## src/rtl/bag_msg_consts.svh

```systemverilog
`ifndef BAG_MSG_CONSTS_SVH
`define BAG_MSG_CONSTS_SVH

//////////////////////////////////////////////////////////////////////
// widths
//////////////////////////////////////////////////////////////////////
`define BYTE_W      8
`define BCD_W       4
`define LEVEL_W     9
`define STAGE_W     3
`define RECORD_W    28
`define IDX_W       6     // byte index, longest message fits

// stored log record layout, lsb of each field
`define REC_LEVEL_LSB  19
`define REC_STAGE_LSB  16
`define REC_MIN_LSB    12
`define REC_DMIN_LSB   8
`define REC_HOUR_LSB   4
`define REC_DHOUR_LSB  0

// level is printed only for multiples of the step up to the max
`define LEVEL_MAX   500
`define LEVEL_STEP  5

//////////////////////////////////////////////////////////////////////
// message lengths, LF and CR included
//////////////////////////////////////////////////////////////////////
`define LEN_BAG_INC 32
`define LEN_ALARM   62
`define LEN_LOG     13

// character codes
`define ASCII_ZERO  8'h30
`define ASCII_SPACE 8'h20
`define ASCII_COLON 8'h3A
`define ASCII_LF    8'h0A
`define ASCII_CR    8'h0D

`endif

```

## src/rtl/bag_msg_pkg.sv

```systemverilog
package bag_msg_pkg;

   // ids as used by the monitor firmware
   typedef enum logic [2:0] {
      MSG_NONE    = 3'd0,
      MSG_BAG_INC = 3'd1,
      MSG_ALARM   = 3'd3,
      MSG_LOG     = 3'd6
   } msg_id_t;

   typedef enum logic [1:0] {
      S_IDLE,
      S_LOAD,   // digits settle
      S_SEND
   } seq_state_t;

endpackage

```

## src/rtl/msg_request.sv

```systemverilog
`include "bag_msg_consts.svh"

module msg_request
   import bag_msg_pkg::*;
(
   input  logic                  clk,
   input  logic                  rst_n,
   input  logic                  req_valid,
   input  msg_id_t               req_id,
   input  logic [`LEVEL_W-1:0]   level,
   input  logic [`STAGE_W-1:0]   stage,
   input  logic [`BCD_W-1:0]     dhours,
   input  logic [`BCD_W-1:0]     hours,
   input  logic [`BCD_W-1:0]     dminutes,
   input  logic [`BCD_W-1:0]     minutes,
   input  logic [`RECORD_W-1:0]  log_record,
   input  logic                  done,
   output logic                  req_ready,
   output logic                  start,
   output msg_id_t               msg_id,
   output logic [`LEVEL_W-1:0]   f_level,
   output logic [`STAGE_W-1:0]   f_stage,
   output logic [`BCD_W-1:0]     f_dhours,
   output logic [`BCD_W-1:0]     f_hours,
   output logic [`BCD_W-1:0]     f_dminutes,
   output logic [`BCD_W-1:0]     f_minutes
);

   logic busy;
   logic accept;

   assign req_ready = ~busy;
   assign accept    = req_valid & req_ready;

   always_ff @(posedge clk) begin
      if (!rst_n) begin
         busy   <= 1'b0;
         start  <= 1'b0;
         msg_id <= MSG_NONE;
      end else begin
         start <= accept;
         if (accept) begin
            busy   <= 1'b1;
            msg_id <= req_id;
         end else if (done) begin
            busy <= 1'b0;                      // ready again next cycle
         end
      end
   end

   // field capture, log record unpacked here
   always_ff @(posedge clk) begin
      if (accept) begin
         if (req_id == MSG_LOG) begin
            f_level    <= log_record[`REC_LEVEL_LSB +: `LEVEL_W];
            f_stage    <= log_record[`REC_STAGE_LSB +: `STAGE_W];
            f_dhours   <= log_record[`REC_DHOUR_LSB +: `BCD_W];
            f_hours    <= log_record[`REC_HOUR_LSB +: `BCD_W];
            f_dminutes <= log_record[`REC_DMIN_LSB +: `BCD_W];
            f_minutes  <= log_record[`REC_MIN_LSB +: `BCD_W];
         end else begin
            f_level    <= level;
            f_stage    <= stage;
            f_dhours   <= dhours;
            f_hours    <= hours;
            f_dminutes <= dminutes;
            f_minutes  <= minutes;
         end
      end
   end

endmodule

```

## src/rtl/field_ascii.sv

```systemverilog
`include "bag_msg_consts.svh"

module field_ascii (
   input  logic                  clk,
   input  logic                  rst_n,
   input  logic                  start,
   input  logic [`LEVEL_W-1:0]   f_level,
   input  logic [`STAGE_W-1:0]   f_stage,
   input  logic [`BCD_W-1:0]     f_dhours,
   input  logic [`BCD_W-1:0]     f_hours,
   input  logic [`BCD_W-1:0]     f_dminutes,
   input  logic [`BCD_W-1:0]     f_minutes,
   output logic [`BYTE_W-1:0]    a_lvl_h,
   output logic [`BYTE_W-1:0]    a_lvl_t,
   output logic [`BYTE_W-1:0]    a_lvl_u,
   output logic [`BYTE_W-1:0]    a_stage,
   output logic [`BYTE_W-1:0]    a_dhours,
   output logic [`BYTE_W-1:0]    a_hours,
   output logic [`BYTE_W-1:0]    a_dminutes,
   output logic [`BYTE_W-1:0]    a_minutes
);

   logic                lvl_ok;
   logic [`BCD_W-1:0]   lvl_h;
   logic [`BCD_W-1:0]   lvl_t;
   logic [`BCD_W-1:0]   lvl_u;

   // one decimal digit, nul when above its limit
   function automatic logic [`BYTE_W-1:0] digit_ascii(input logic [`BCD_W-1:0] value,
                                                     input logic [`BCD_W-1:0] max_value);
      if (value <= max_value)
         return `ASCII_ZERO + `BYTE_W'(value);
      return '0;
   endfunction

   always_comb begin
      lvl_ok = (f_level <= `LEVEL_MAX) && ((f_level % `LEVEL_STEP) == 0);
      lvl_h  = `BCD_W'(f_level / 100);
      lvl_t  = `BCD_W'((f_level / 10) % 10);
      lvl_u  = `BCD_W'(f_level % 10);
   end

   always_ff @(posedge clk) begin
      if (!rst_n) begin
         a_lvl_h    <= '0;
         a_lvl_t    <= '0;
         a_lvl_u    <= '0;
         a_stage    <= '0;
         a_dhours   <= '0;
         a_hours    <= '0;
         a_dminutes <= '0;
         a_minutes  <= '0;
      end else if (start) begin
         a_lvl_h    <= lvl_ok ? `ASCII_ZERO + `BYTE_W'(lvl_h) : '0;
         a_lvl_t    <= lvl_ok ? `ASCII_ZERO + `BYTE_W'(lvl_t) : '0;
         a_lvl_u    <= lvl_ok ? `ASCII_ZERO + `BYTE_W'(lvl_u) : '0;
         a_stage    <= digit_ascii(`BCD_W'(f_stage), 4'd5);
         a_dhours   <= digit_ascii(f_dhours, 4'd2);     // 00..29 on the clock
         a_hours    <= digit_ascii(f_hours, 4'd9);
         a_dminutes <= digit_ascii(f_dminutes, 4'd5);
         a_minutes  <= digit_ascii(f_minutes, 4'd9);
      end
   end

endmodule

```

## src/rtl/msg_text_rom.sv

```systemverilog
`include "bag_msg_consts.svh"

module msg_text_rom
   import bag_msg_pkg::*;
(
   input  msg_id_t               msg_id,
   input  logic [`IDX_W-1:0]     idx,
   input  logic [`BYTE_W-1:0]    a_lvl_h,
   input  logic [`BYTE_W-1:0]    a_lvl_t,
   input  logic [`BYTE_W-1:0]    a_lvl_u,
   input  logic [`BYTE_W-1:0]    a_stage,
   input  logic [`BYTE_W-1:0]    a_dhours,
   input  logic [`BYTE_W-1:0]    a_hours,
   input  logic [`BYTE_W-1:0]    a_dminutes,
   input  logic [`BYTE_W-1:0]    a_minutes,
   output logic [`BYTE_W-1:0]    data,
   output logic                  last
);

   //////////////////////////////////////////////////////////////////////
   // fixed texts, left aligned in a field as wide as the longest one
   //////////////////////////////////////////////////////////////////////
   localparam int TXT_W = `BYTE_W * `LEN_ALARM;

   localparam logic [TXT_W-1:0] BAG_TXT = {
      "the value of the bag increased",
      `ASCII_LF, `ASCII_CR,
      {(`BYTE_W * (`LEN_ALARM - `LEN_BAG_INC)){1'b0}}
   };

   // dashes mark the digit slots
   localparam logic [TXT_W-1:0] ALARM_TXT = {
      "alarm on:the drainage level is ",
      "---",
      " in stage ",
      "-",
      " at hour ",
      "--:-- ",
      `ASCII_LF, `ASCII_CR
   };

   function automatic logic [`BYTE_W-1:0] text_byte(input logic [TXT_W-1:0] txt,
                                                   input logic [`IDX_W-1:0] i);
      return txt[`BYTE_W * (`LEN_ALARM - 1 - i) +: `BYTE_W];
   endfunction

   //////////////////////////////////////////////////////////////////////
   // byte select
   //////////////////////////////////////////////////////////////////////
   always_comb begin
      data = '0;
      last = 1'b0;
      case (msg_id)
         MSG_BAG_INC: begin
            if (idx < `LEN_BAG_INC)
               data = text_byte(BAG_TXT, idx);
            last = (idx == `LEN_BAG_INC - 1);
         end
         MSG_ALARM: begin
            if (idx < `LEN_ALARM)
               data = text_byte(ALARM_TXT, idx);
            case (idx)
               6'd31: data = a_lvl_h;
               6'd32: data = a_lvl_t;
               6'd33: data = a_lvl_u;
               6'd44: data = a_stage;
               6'd54: data = a_dhours;
               6'd55: data = a_hours;
               6'd57: data = a_dminutes;
               6'd58: data = a_minutes;
               default: ;                           // keep text
            endcase
            last = (idx == `LEN_ALARM - 1);
         end
         MSG_LOG: begin
            case (idx)
               6'd0:  data = a_lvl_h;
               6'd1:  data = a_lvl_t;
               6'd2:  data = a_lvl_u;
               6'd3:  data = `ASCII_SPACE;
               6'd4:  data = a_stage;
               6'd5:  data = `ASCII_SPACE;
               6'd6:  data = a_dhours;
               6'd7:  data = a_hours;
               6'd8:  data = `ASCII_COLON;
               6'd9:  data = a_dminutes;
               6'd10: data = a_minutes;
               6'd11: data = `ASCII_LF;
               6'd12: data = `ASCII_CR;
               default: data = '0;
            endcase
            last = (idx == `LEN_LOG - 1);
         end
         default: ;                                 // no text for other ids
      endcase
   end

endmodule

```

## src/rtl/msg_sequencer.sv

```systemverilog
`include "bag_msg_consts.svh"

module msg_sequencer
   import bag_msg_pkg::*;
(
   input  logic                  clk,
   input  logic                  rst_n,
   input  logic                  start,
   input  msg_id_t               msg_id,
   input  logic [`BYTE_W-1:0]    rom_data,
   input  logic                  rom_last,
   input  logic                  full,
   output logic [`IDX_W-1:0]     idx,
   output logic                  push,
   output logic [`BYTE_W-1:0]    push_data,
   output logic                  push_last,
   output logic                  done
);

   seq_state_t state;
   logic       has_text;
   logic       pushed;

   always_comb begin
      case (msg_id)
         MSG_BAG_INC, MSG_ALARM, MSG_LOG: has_text = 1'b1;
         default:                         has_text = 1'b0;
      endcase
   end

   assign push      = (state == S_SEND);
   assign push_data = rom_data;
   assign push_last = rom_last;
   assign pushed    = push & ~full;

   // last byte taken, or nothing to send
   assign done = (pushed & rom_last) | ((state == S_LOAD) & ~has_text);

   //////////////////////////////////////////////////////////////////////
   // FSM
   //////////////////////////////////////////////////////////////////////
   always_ff @(posedge clk) begin
      if (!rst_n) begin
         state <= S_IDLE;
         idx   <= '0;
      end else begin
         case (state)
            S_IDLE: begin
               if (start) begin
                  state <= S_LOAD;
                  idx   <= '0;
               end
            end
            S_LOAD: begin
               state <= has_text ? S_SEND : S_IDLE;
            end
            S_SEND: begin
               if (pushed) begin
                  idx <= idx + 1'b1;
                  if (rom_last)
                     state <= S_IDLE;
               end
            end
            default: state <= S_IDLE;
         endcase
      end
   end

endmodule

```

## src/rtl/byte_out_fifo.sv

```systemverilog
`include "bag_msg_consts.svh"

module byte_out_fifo (
   input  logic                  clk,
   input  logic                  rst_n,
   input  logic                  push,
   input  logic [`BYTE_W-1:0]    push_data,
   input  logic                  push_last,
   input  logic                  byte_ready,
   output logic                  full,
   output logic [`BYTE_W-1:0]    byte_data,
   output logic                  byte_valid,
   output logic                  byte_last
);

   logic [`BYTE_W-1:0]  data_mem [2];
   logic                last_mem [2];
   logic                wr_ptr;
   logic                rd_ptr;
   logic [1:0]          count;
   logic                do_push;
   logic                do_pop;

   assign full       = (count == 2'd2);
   assign byte_valid = (count != 2'd0);
   assign do_push    = push & ~full;
   assign do_pop     = byte_valid & byte_ready;

   assign byte_data  = data_mem[rd_ptr];
   assign byte_last  = byte_valid & last_mem[rd_ptr];

   always_ff @(posedge clk) begin
      if (!rst_n) begin
         wr_ptr <= 1'b0;
         rd_ptr <= 1'b0;
         count  <= 2'd0;
      end else begin
         if (do_push)
            wr_ptr <= ~wr_ptr;
         if (do_pop)
            rd_ptr <= ~rd_ptr;
         case ({do_push, do_pop})
            2'b10:   count <= count + 2'd1;
            2'b01:   count <= count - 2'd1;
            default: ;                       // both or neither
         endcase
      end
   end

   always_ff @(posedge clk) begin
      if (do_push) begin
         data_mem[wr_ptr] <= push_data;
         last_mem[wr_ptr] <= push_last;
      end
   end

endmodule

```

## src/rtl/bag_msg_encoder.sv

```systemverilog
`include "bag_msg_consts.svh"

module bag_msg_encoder
   import bag_msg_pkg::*;
(
   input  logic                  clk,
   input  logic                  rst_n,
   input  logic                  req_valid,
   output logic                  req_ready,
   input  msg_id_t               req_id,
   input  logic [`LEVEL_W-1:0]   level,
   input  logic [`STAGE_W-1:0]   stage,
   input  logic [`BCD_W-1:0]     dhours,
   input  logic [`BCD_W-1:0]     hours,
   input  logic [`BCD_W-1:0]     dminutes,
   input  logic [`BCD_W-1:0]     minutes,
   input  logic [`RECORD_W-1:0]  log_record,
   output logic [`BYTE_W-1:0]    byte_data,
   output logic                  byte_valid,
   input  logic                  byte_ready,
   output logic                  byte_last
);

   logic                start;
   logic                done;
   msg_id_t             msg_id;
   logic [`LEVEL_W-1:0] f_level;
   logic [`STAGE_W-1:0] f_stage;
   logic [`BCD_W-1:0]   f_dhours;
   logic [`BCD_W-1:0]   f_hours;
   logic [`BCD_W-1:0]   f_dminutes;
   logic [`BCD_W-1:0]   f_minutes;
   logic [`BYTE_W-1:0]  a_lvl_h;
   logic [`BYTE_W-1:0]  a_lvl_t;
   logic [`BYTE_W-1:0]  a_lvl_u;
   logic [`BYTE_W-1:0]  a_stage;
   logic [`BYTE_W-1:0]  a_dhours;
   logic [`BYTE_W-1:0]  a_hours;
   logic [`BYTE_W-1:0]  a_dminutes;
   logic [`BYTE_W-1:0]  a_minutes;
   logic [`IDX_W-1:0]   idx;
   logic [`BYTE_W-1:0]  rom_data;
   logic                rom_last;
   logic                push;
   logic [`BYTE_W-1:0]  push_data;
   logic                push_last;
   logic                full;

   //////////////////////////////////////////////////////////////////////
   // request side and digit conversion
   //////////////////////////////////////////////////////////////////////
   msg_request u_request (
      .clk, .rst_n, .req_valid, .req_id, .level, .stage, .dhours, .hours,
      .dminutes, .minutes, .log_record, .done, .req_ready, .start, .msg_id,
      .f_level, .f_stage, .f_dhours, .f_hours, .f_dminutes, .f_minutes
   );

   field_ascii u_ascii (
      .clk, .rst_n, .start, .f_level, .f_stage, .f_dhours, .f_hours,
      .f_dminutes, .f_minutes, .a_lvl_h, .a_lvl_t, .a_lvl_u, .a_stage,
      .a_dhours, .a_hours, .a_dminutes, .a_minutes
   );

   //////////////////////////////////////////////////////////////////////
   // byte generation and output buffer
   //////////////////////////////////////////////////////////////////////
   msg_text_rom u_rom (
      .msg_id, .idx, .a_lvl_h, .a_lvl_t, .a_lvl_u, .a_stage, .a_dhours,
      .a_hours, .a_dminutes, .a_minutes, .data(rom_data), .last(rom_last)
   );

   msg_sequencer u_seq (
      .clk, .rst_n, .start, .msg_id, .rom_data, .rom_last, .full,
      .idx, .push, .push_data, .push_last, .done
   );

   byte_out_fifo u_fifo (
      .clk, .rst_n, .push, .push_data, .push_last, .byte_ready,
      .full, .byte_data, .byte_valid, .byte_last
   );

endmodule

```

## config.mk

```make
export PLATFORM = sky130hd
export DESIGN_NAME = bag_msg_encoder
export DESIGN_NICKNAME = d
export VERILOG_FILES = /design/src/rtl/bag_msg_pkg.sv /design/src/rtl/msg_request.sv /design/src/rtl/field_ascii.sv /design/src/rtl/msg_text_rom.sv /design/src/rtl/msg_sequencer.sv /design/src/rtl/byte_out_fifo.sv /design/src/rtl/bag_msg_encoder.sv
export VERILOG_INCLUDE_DIRS = /design/src /design/src/rtl
export SDC_FILE = /design/constraint.sdc
export NUM_CORES = 1
export LEC_CHECK = 0
export BUFFER_PORTS_ARGS = -buffer_cell sky130_fd_sc_hd__buf_2
export CAP_MARGIN = 20
export CELL_PAD_IN_SITES_DETAIL_PLACEMENT = 2
export CELL_PAD_IN_SITES_GLOBAL_PLACEMENT = 2
export CORE_MARGIN = 3
export CORE_UTILIZATION = 37
export DETAILED_ROUTE_END_ITERATION = 8
export HOLD_SLACK_MARGIN = 0.15
export PLACE_DENSITY = 0.81
export SKIP_LAST_GASP = 1
export SYNTH_ARGS = -nofsm -noshare
export SYNTH_HDL_FRONTEND = slang
export SYNTH_SLANG_ARGS = --single-unit
```

## constraint.sdc

```tcl
create_clock -name clk -period 7.7 [get_ports clk]
set_input_delay 0.77 -clock clk [delete_from_list [all_inputs] [get_ports clk]]
set_output_delay 0.77 -clock clk [all_outputs]
set_load 0.05 [all_outputs]
```

# --- Yosys cells after proc, flatten, opt, wreduce, memory -nomap -nowiden ---
# Memory sizes are Yosys's and may differ from the RTL's. A register that Yosys moved wholly into a read port is not among the register bits.
# Cells that the tools add are included.
totals:
  reg_bits: 109
  ramBits: 18
  input_bits: 63
  output_inout_bits: 11
  elab_cells: 166
  memories: 2
classes:
  addsub: 12
  div: 5
  magnitude_cmp: 8
  eq_ne: 33
  shifts: 2
  n_mux: 58
  n_bitwise: 12
  reduce_logical: 12
mem_list:
  columns: ["memory", "depth", "word_bits", "rd", "rd_ports_with_merged_regs", "wr", "line", "source"]
  rows:
  - ["u_fifo.data_mem", 2, 8, 1, 1, 1, "byte_out_fifo.sv:16", "logic [`BYTE_W-1:0] data_mem [2];"]
  - ["u_fifo.last_mem", 2, 1, 1, 1, 1, "byte_out_fifo.sv:17", "logic last_mem [2];"]
op_table:
  columns: ["op", "n"]
  rows:
  - ["496-bit by 33-bit variable part select with 8-bit output (first input constant)", 2]
  - ["8-bit two-way mux", 15]
  - ["8-bit one-hot mux with 12 select lines", 1]
  - ["8-bit one-hot mux with 8 select lines", 1]
  - ["6-bit by 4-bit adder with 7-bit output (first input constant)", 7]
  - ["6-bit == test (second input constant)", 8]
  - ["9-bit by 4-bit divider with 32-bit output (second input constant)", 1]
  - ["9-bit by 7-bit divider with 32-bit output (second input constant)", 1]
  - ["32-bit logical NOT", 1]
  - ["32-bit by 4-bit modulo with 32-bit output (second input constant)", 1]
  - ["9-bit by 3-bit modulo with 32-bit output (second input constant)", 1]
  - ["9-bit by 4-bit modulo with 32-bit output (second input constant)", 1]
  - ["6-bit by 4-bit == test with 1-bit output (second input constant)", 5]
  - ["6-bit by 3-bit == test with 1-bit output (second input constant)", 4]
  - ["1-bit two-way mux", 24]
  - ["8-bit one-hot mux with 3 select lines", 1]
  - ["4-bit two-way mux", 4]
  - ["6-bit by 2-bit == test with 1-bit output (second input constant)", 2]
  - ["6-bit less-than comparator (second input constant)", 2]
  - ["6-bit two-way mux", 2]
  - ["6-bit one-hot mux with 2 select lines", 1]
  - ["9-bit <= comparator (second input constant)", 1]
  - ["9-bit two-way mux", 1]
  - ["4-bit <= comparator (second input constant)", 2]
  - ["other kinds (32)", 53]

# --- Logic depth before layout (Yosys ltp) ---
logic_depth:
  depth_word: 8
  ltp_mapped: 29
  mapped_depth_nobuf: 25

# --- Hierarchy ---
# From an unflattened synthesis, not the netlist that was laid out.
unflattened:
  cells_unflattened: 1128
  area_unflattened_um2: 9656.8
by_module_without_submodules:
  columns: ["mod", "instances", "cells_per_inst", "area_each_um2", "seq_area_each_um2"]
  rows:
  - ["field_ascii", 1, 494, 3920.0, 720.7]
  - ["msg_text_rom", 1, 441, 2880.3, 0.0]
  - ["msg_request", 1, 77, 1473.9, 940.9]
  - ["byte_out_fifo", 1, 57, 880.8, 640.6]
  - ["msg_sequencer", 1, 59, 501.7, 160.2]

# --- Least setup slack after synthesis ---
# No wires, ideal clock.
synth_timing:
  path_type: "reg-to-reg"
  start: "reg u_request.f_level[6]"
  end: "reg u_ascii.a_lvl_t[0]"
  arrival_time_ns: 5.721
  slack_ns: 1.838
  path_stages_with_launch: 28
  period_less_slack_ns: 5.862
  path_cell_list: "edfxtp_1 -> buf_2 -> nor2_1 -> inv_1 -> ha_1 -> nor2b_2 -> and4_4 -> or3_1 -> buf_4 -> o22ai_2 -> a211oi_2 -> nor3_2 -> xnor2_1 -> inv_1 -> ha_1 -> o21ai_0 -> mux2i_1 -> or4_4 -> nor2_8 -> xnor2_1 -> ha_1 -> inv_1 -> o41a_1 -> nand4_1 -> nor3b_1 -> o311ai_2 -> buf_6 -> o31ai_2"
synth_between:
  elab_chain_len: 4
  elab_cells_between_ends: 8
synth_rtl:
  columns: ["element", "line", "source"]
  rows:
  - ["from (decl)", "msg_request.sv:21", "output logic [`LEVEL_W-1:0] f_level,"]
  - ["from (signal assigned)", "msg_request.sv:55", "f_level <= log_record[`REC_LEVEL_LSB +: `LEVEL_W];"]
  - ["from (signal assigned)", "msg_request.sv:62", "f_level <= level;"]
  - ["9-bit by 4-bit divider with 32-bit output / 9-bit by 3-bit modulo with 32-bit output (equally long branches)", null, null]
  - ["32-bit by 4-bit modulo with 32-bit output / 32-bit logical NOT (equally long branches)", "field_ascii.sv:39, field_ascii.sv:37", null]
  - ["6-bit by 4-bit adder with 7-bit output (no line) / 1-bit logical AND (equally long branches)", null, null]
  - ["8-bit two-way mux *", "field_ascii.sv:55", "a_lvl_t <= lvl_ok ? `ASCII_ZERO + `BYTE_W'(lvl_t) : '0;"]
  - ["to (signal assigned)", "field_ascii.sv:55", null]
  - ["to (decl)", "field_ascii.sv:14", "output logic [`BYTE_W-1:0] a_lvl_t,"]
# Mark *: on every way between the ends. The rest lies on a longest branch, timed or not.
# A chain may end at the register's enable or synchronous reset.

# --- Worst setup path in the final report ---
layout_timing:
  start: "reg u_request.f_level[6]"
  end: "reg u_ascii.a_lvl_h[1]"
layout_between:
  elab_chain_len: 4
  elab_cells_between_ends: 7
layout_rtl:
  columns: ["element", "line", "source"]
  rows:
  - ["branches (longest 3 deep; another with 9-bit by 7-bit divider with 32-bit output)", null, null]
  - ["8-bit two-way mux *", "field_ascii.sv:54", "a_lvl_h <= lvl_ok ? `ASCII_ZERO + `BYTE_W'(lvl_h) : '0;"]
  - ["to (signal assigned)", "field_ascii.sv:54", null]
  - ["to (decl)", "field_ascii.sv:13", "output logic [`BYTE_W-1:0] a_lvl_h,"]
# Mark *: on every way between the ends.

==> metrics.cfg <==
[flow_run]
drv_cap = 0

[synthesis]
postSynthNetCount = 1118
syn_inst = 1037
synth_area_leader_cell = edfxtp_1
synth.avg_cell_area_um2 = 8.01
yosys-top-cells-count = 99 x nand2_1, 86 x nor2_1, 75 x a21oi_1
yosysWarnings = 0
yosysMostFrequentCell = nand2_1
synth.top_cell.area_share_pct = 15.9
async_flop_share_pct = 0
yosysUniqueCellTypes = 94
netlist_area_um2 = 8310
seq_area_frac_synth_pct = 28.9
ys_ff_latch = 98
synthFlopType = dfxtp_1
yosys-top-cells-area = edfxtp_1 16%, dfxtp_1 13%, mux2_2 5.2%
synth-edff-count = 44

[routing]
drt-initial-drc-count = 680
routedWlPerCell_um = 23.9
firstDrtPassIters = 5
vias = 8583
drt_wl_total_um = 32600
remaining_drc_errors = 0
antenna_left = 0
vias_per_cell = 6.31

[placement]
place_area_um2 = 8900
pre_cts_ws_ps = 728
hpwlAfterDp_um = 23200
port_buffers = 72
dp.cells = 1342
gp_congestion = 0.900

[clock_network]
clk_latency_ps = 370
cts_buffers = 9
hold_buffers = 0
clk_pin_slew_ps = 90
cts_tree = done
cts_sinks = 98
clock-root-buffer = clkbuf_16
postCtsSetupBuffers = 0
cts_max_path_buffers = 2
ctsResizeCount = 0
htreeDepth = 3

[die]
dieArea_um2 = 24300
die_h_um = 156
start_util_pct = 37.8
io_pins = 74
row_count = 54
die_w_um = 156
core-area_um2 = 22000

[sta]
worstMarginPinSlew_ps = 1020
finClkSkew_ps = 14.3
max_slew_margin_pct = 31.5
hold_viol_final = 0
fin_ws_ps = 577
finalSetupTns_ps = 0
rsz0062_at_grt = false
fmax_mhz = 140
worst_hold_slack_ps = 502
min_period_ps = 7120
fin_crit_sh_pct = 92.5
finalSetupViolCount = 0
slew_violations = 0

[cells_and_area]
num_antenna_cells = 0
fin_cells = 1361
final_util_pct = 42.1
drive_above_1_share_pct = 17.7
final_net_count = 1157
area_growth_syn_to_layout_pct = 11.4
design_area_um2 = 9250

[setup_path]
worst_path_max_delay_cell = or4_4
worst_setup_path_end_kind = flip-flop
required_ps = 7960
worstPathArrival_ps = 7380
startpoint_type = flip-flop
max_stage_delay_ps = 630
worstPathMaxFanout = 22
crit_type = flip-flop to flip-flop

[global_routing]
antenna_found_initial = 0
grt_max_degree = 42
grt_overflow = 0
grt_pass1_vias = 8881
grt_first_pass_wirelength_um = 51000
grt_usage_pct = 26.1

[power]
power_mw = 1.71
irDropWorstVdd_v = 0.000112
powerDensity_nw_per_um2 = 185
power.static_leakage_nw = 3.38

[outcome]
status = finished clean

[hold_path]
worstHoldPathType = flip-flop to flip-flop

critical path, delay by kind of cell, from the launching register on:
kind,cells,cell delay [ps]
and+or+nand+nor,8,2380
AOI/OAI and AO/OA,7,1760
buffers and inverters,6,970
adders and majority gates,3,830
xor gates and xnor gates,2,430
DFF,1,380
muxes,1,250
metal layers:
layer,track usage (%),vias to the layer above,wire (um),part of all wire [%]
met3,3.19,46,1410,4.3
met5,0,-,0,0
met1,34.8,4325,14300,44
li1,-,3978,-,-
met2,44.8,234,16200,50
met4,6.69,0,675,2.1
final cells by class:
class / count / area, um^2
inverters: 31 / 116
multi-input cells: 837 / 5500
clock inverters: 7 / 91.3
clock buffers: 9 / 225
well taps: 280 / 350
flip-flops and latches: 98 / 2400
fillers: 2487 / 12700
repair buffers: 99 / 573
where the power goes:
| part | leakage (nW) | total, mW | switching [mW] | internal [mW] |
|---|---|---|---|---|
| Clock | 0.154 | 0.515 | 0.251 | 0.264 |
| Sequential | 0.847 | 0.582 | 0.0188 | 0.563 |
| Combinational | 2.38 | 0.616 | 0.391 | 0.224 |
| Total | 3.38 | 1.71 | 0.661 | 1.05 |
cell families after synthesis:
logic type	synth area share, %
mux	7.02
flops	28.9
xor+xnor	3.01
compound gates	29.7
fa+ha+maj	3.07
buf+inv	5.00
simple gates	23.3
other cells	0.0452
cell usage in the layout (no fill, tap or decap), drive strengths merged, types with 5 or more instances in the layout:
cell / Yosys / final
a211o: 6 / 6
a211oi: 14 / 14
a21boi: 10 / 10
a21o: 6 / 6
a21oi: 76 / 76
a221oi: 15 / 15
a22o: 10 / 10
a22oi: 14 / 14
a31oi: 27 / 27
and2: 22 / 22
and3: 11 / 11
buf: 26 / 99
clkbuf: 45 / 9
dfxtp: 54 / 54
edfxtp: 44 / 44
ha: 18 / 18
inv: 28 / 33
mux2: 39 / 39
mux2i: 14 / 14
nand2: 99 / 99
nand2b: 19 / 19
nand3: 42 / 42
nor2: 87 / 87
nor2b: 26 / 26
nor3: 31 / 31
nor4: 8 / 8
o211ai: 10 / 10
o21a: 13 / 13
o21ai: 62 / 62
o221ai: 9 / 9
o22ai: 14 / 14
o31ai: 16 / 16
or2: 5 / 5
or3: 14 / 14
or4: 5 / 5
xnor2: 19 / 19
xor2: 7 / 7
final timing paths:
check | cells after the start | end | start | slack, ps
max | 27 | u_ascii.a_lvl_h[1] | u_request.f_level[6] | 580
min | 1 | u_ascii.a_dhours[1] | u_request.f_dhours[1] | 500
max reg2reg | 27 | u_ascii.a_lvl_h[1] | u_request.f_level[6] | 580
min reg2reg | 1 | u_ascii.a_dhours[1] | u_request.f_dhours[1] | 500
registers in the layout, indices dropped and copies added, names as in the netlist, 5 cells and up, named ones only:
signal              cells
u_request.f_level       9
u_fifo.data_mem        14
u_ascii.a_hours         5
u_ascii.a_lvl_u         5
u_seq.idx               6
u_ascii.a_dhours        5
u_ascii.a_dminutes      5
u_ascii.a_minutes       5
(Power assumes the default switching activity.)
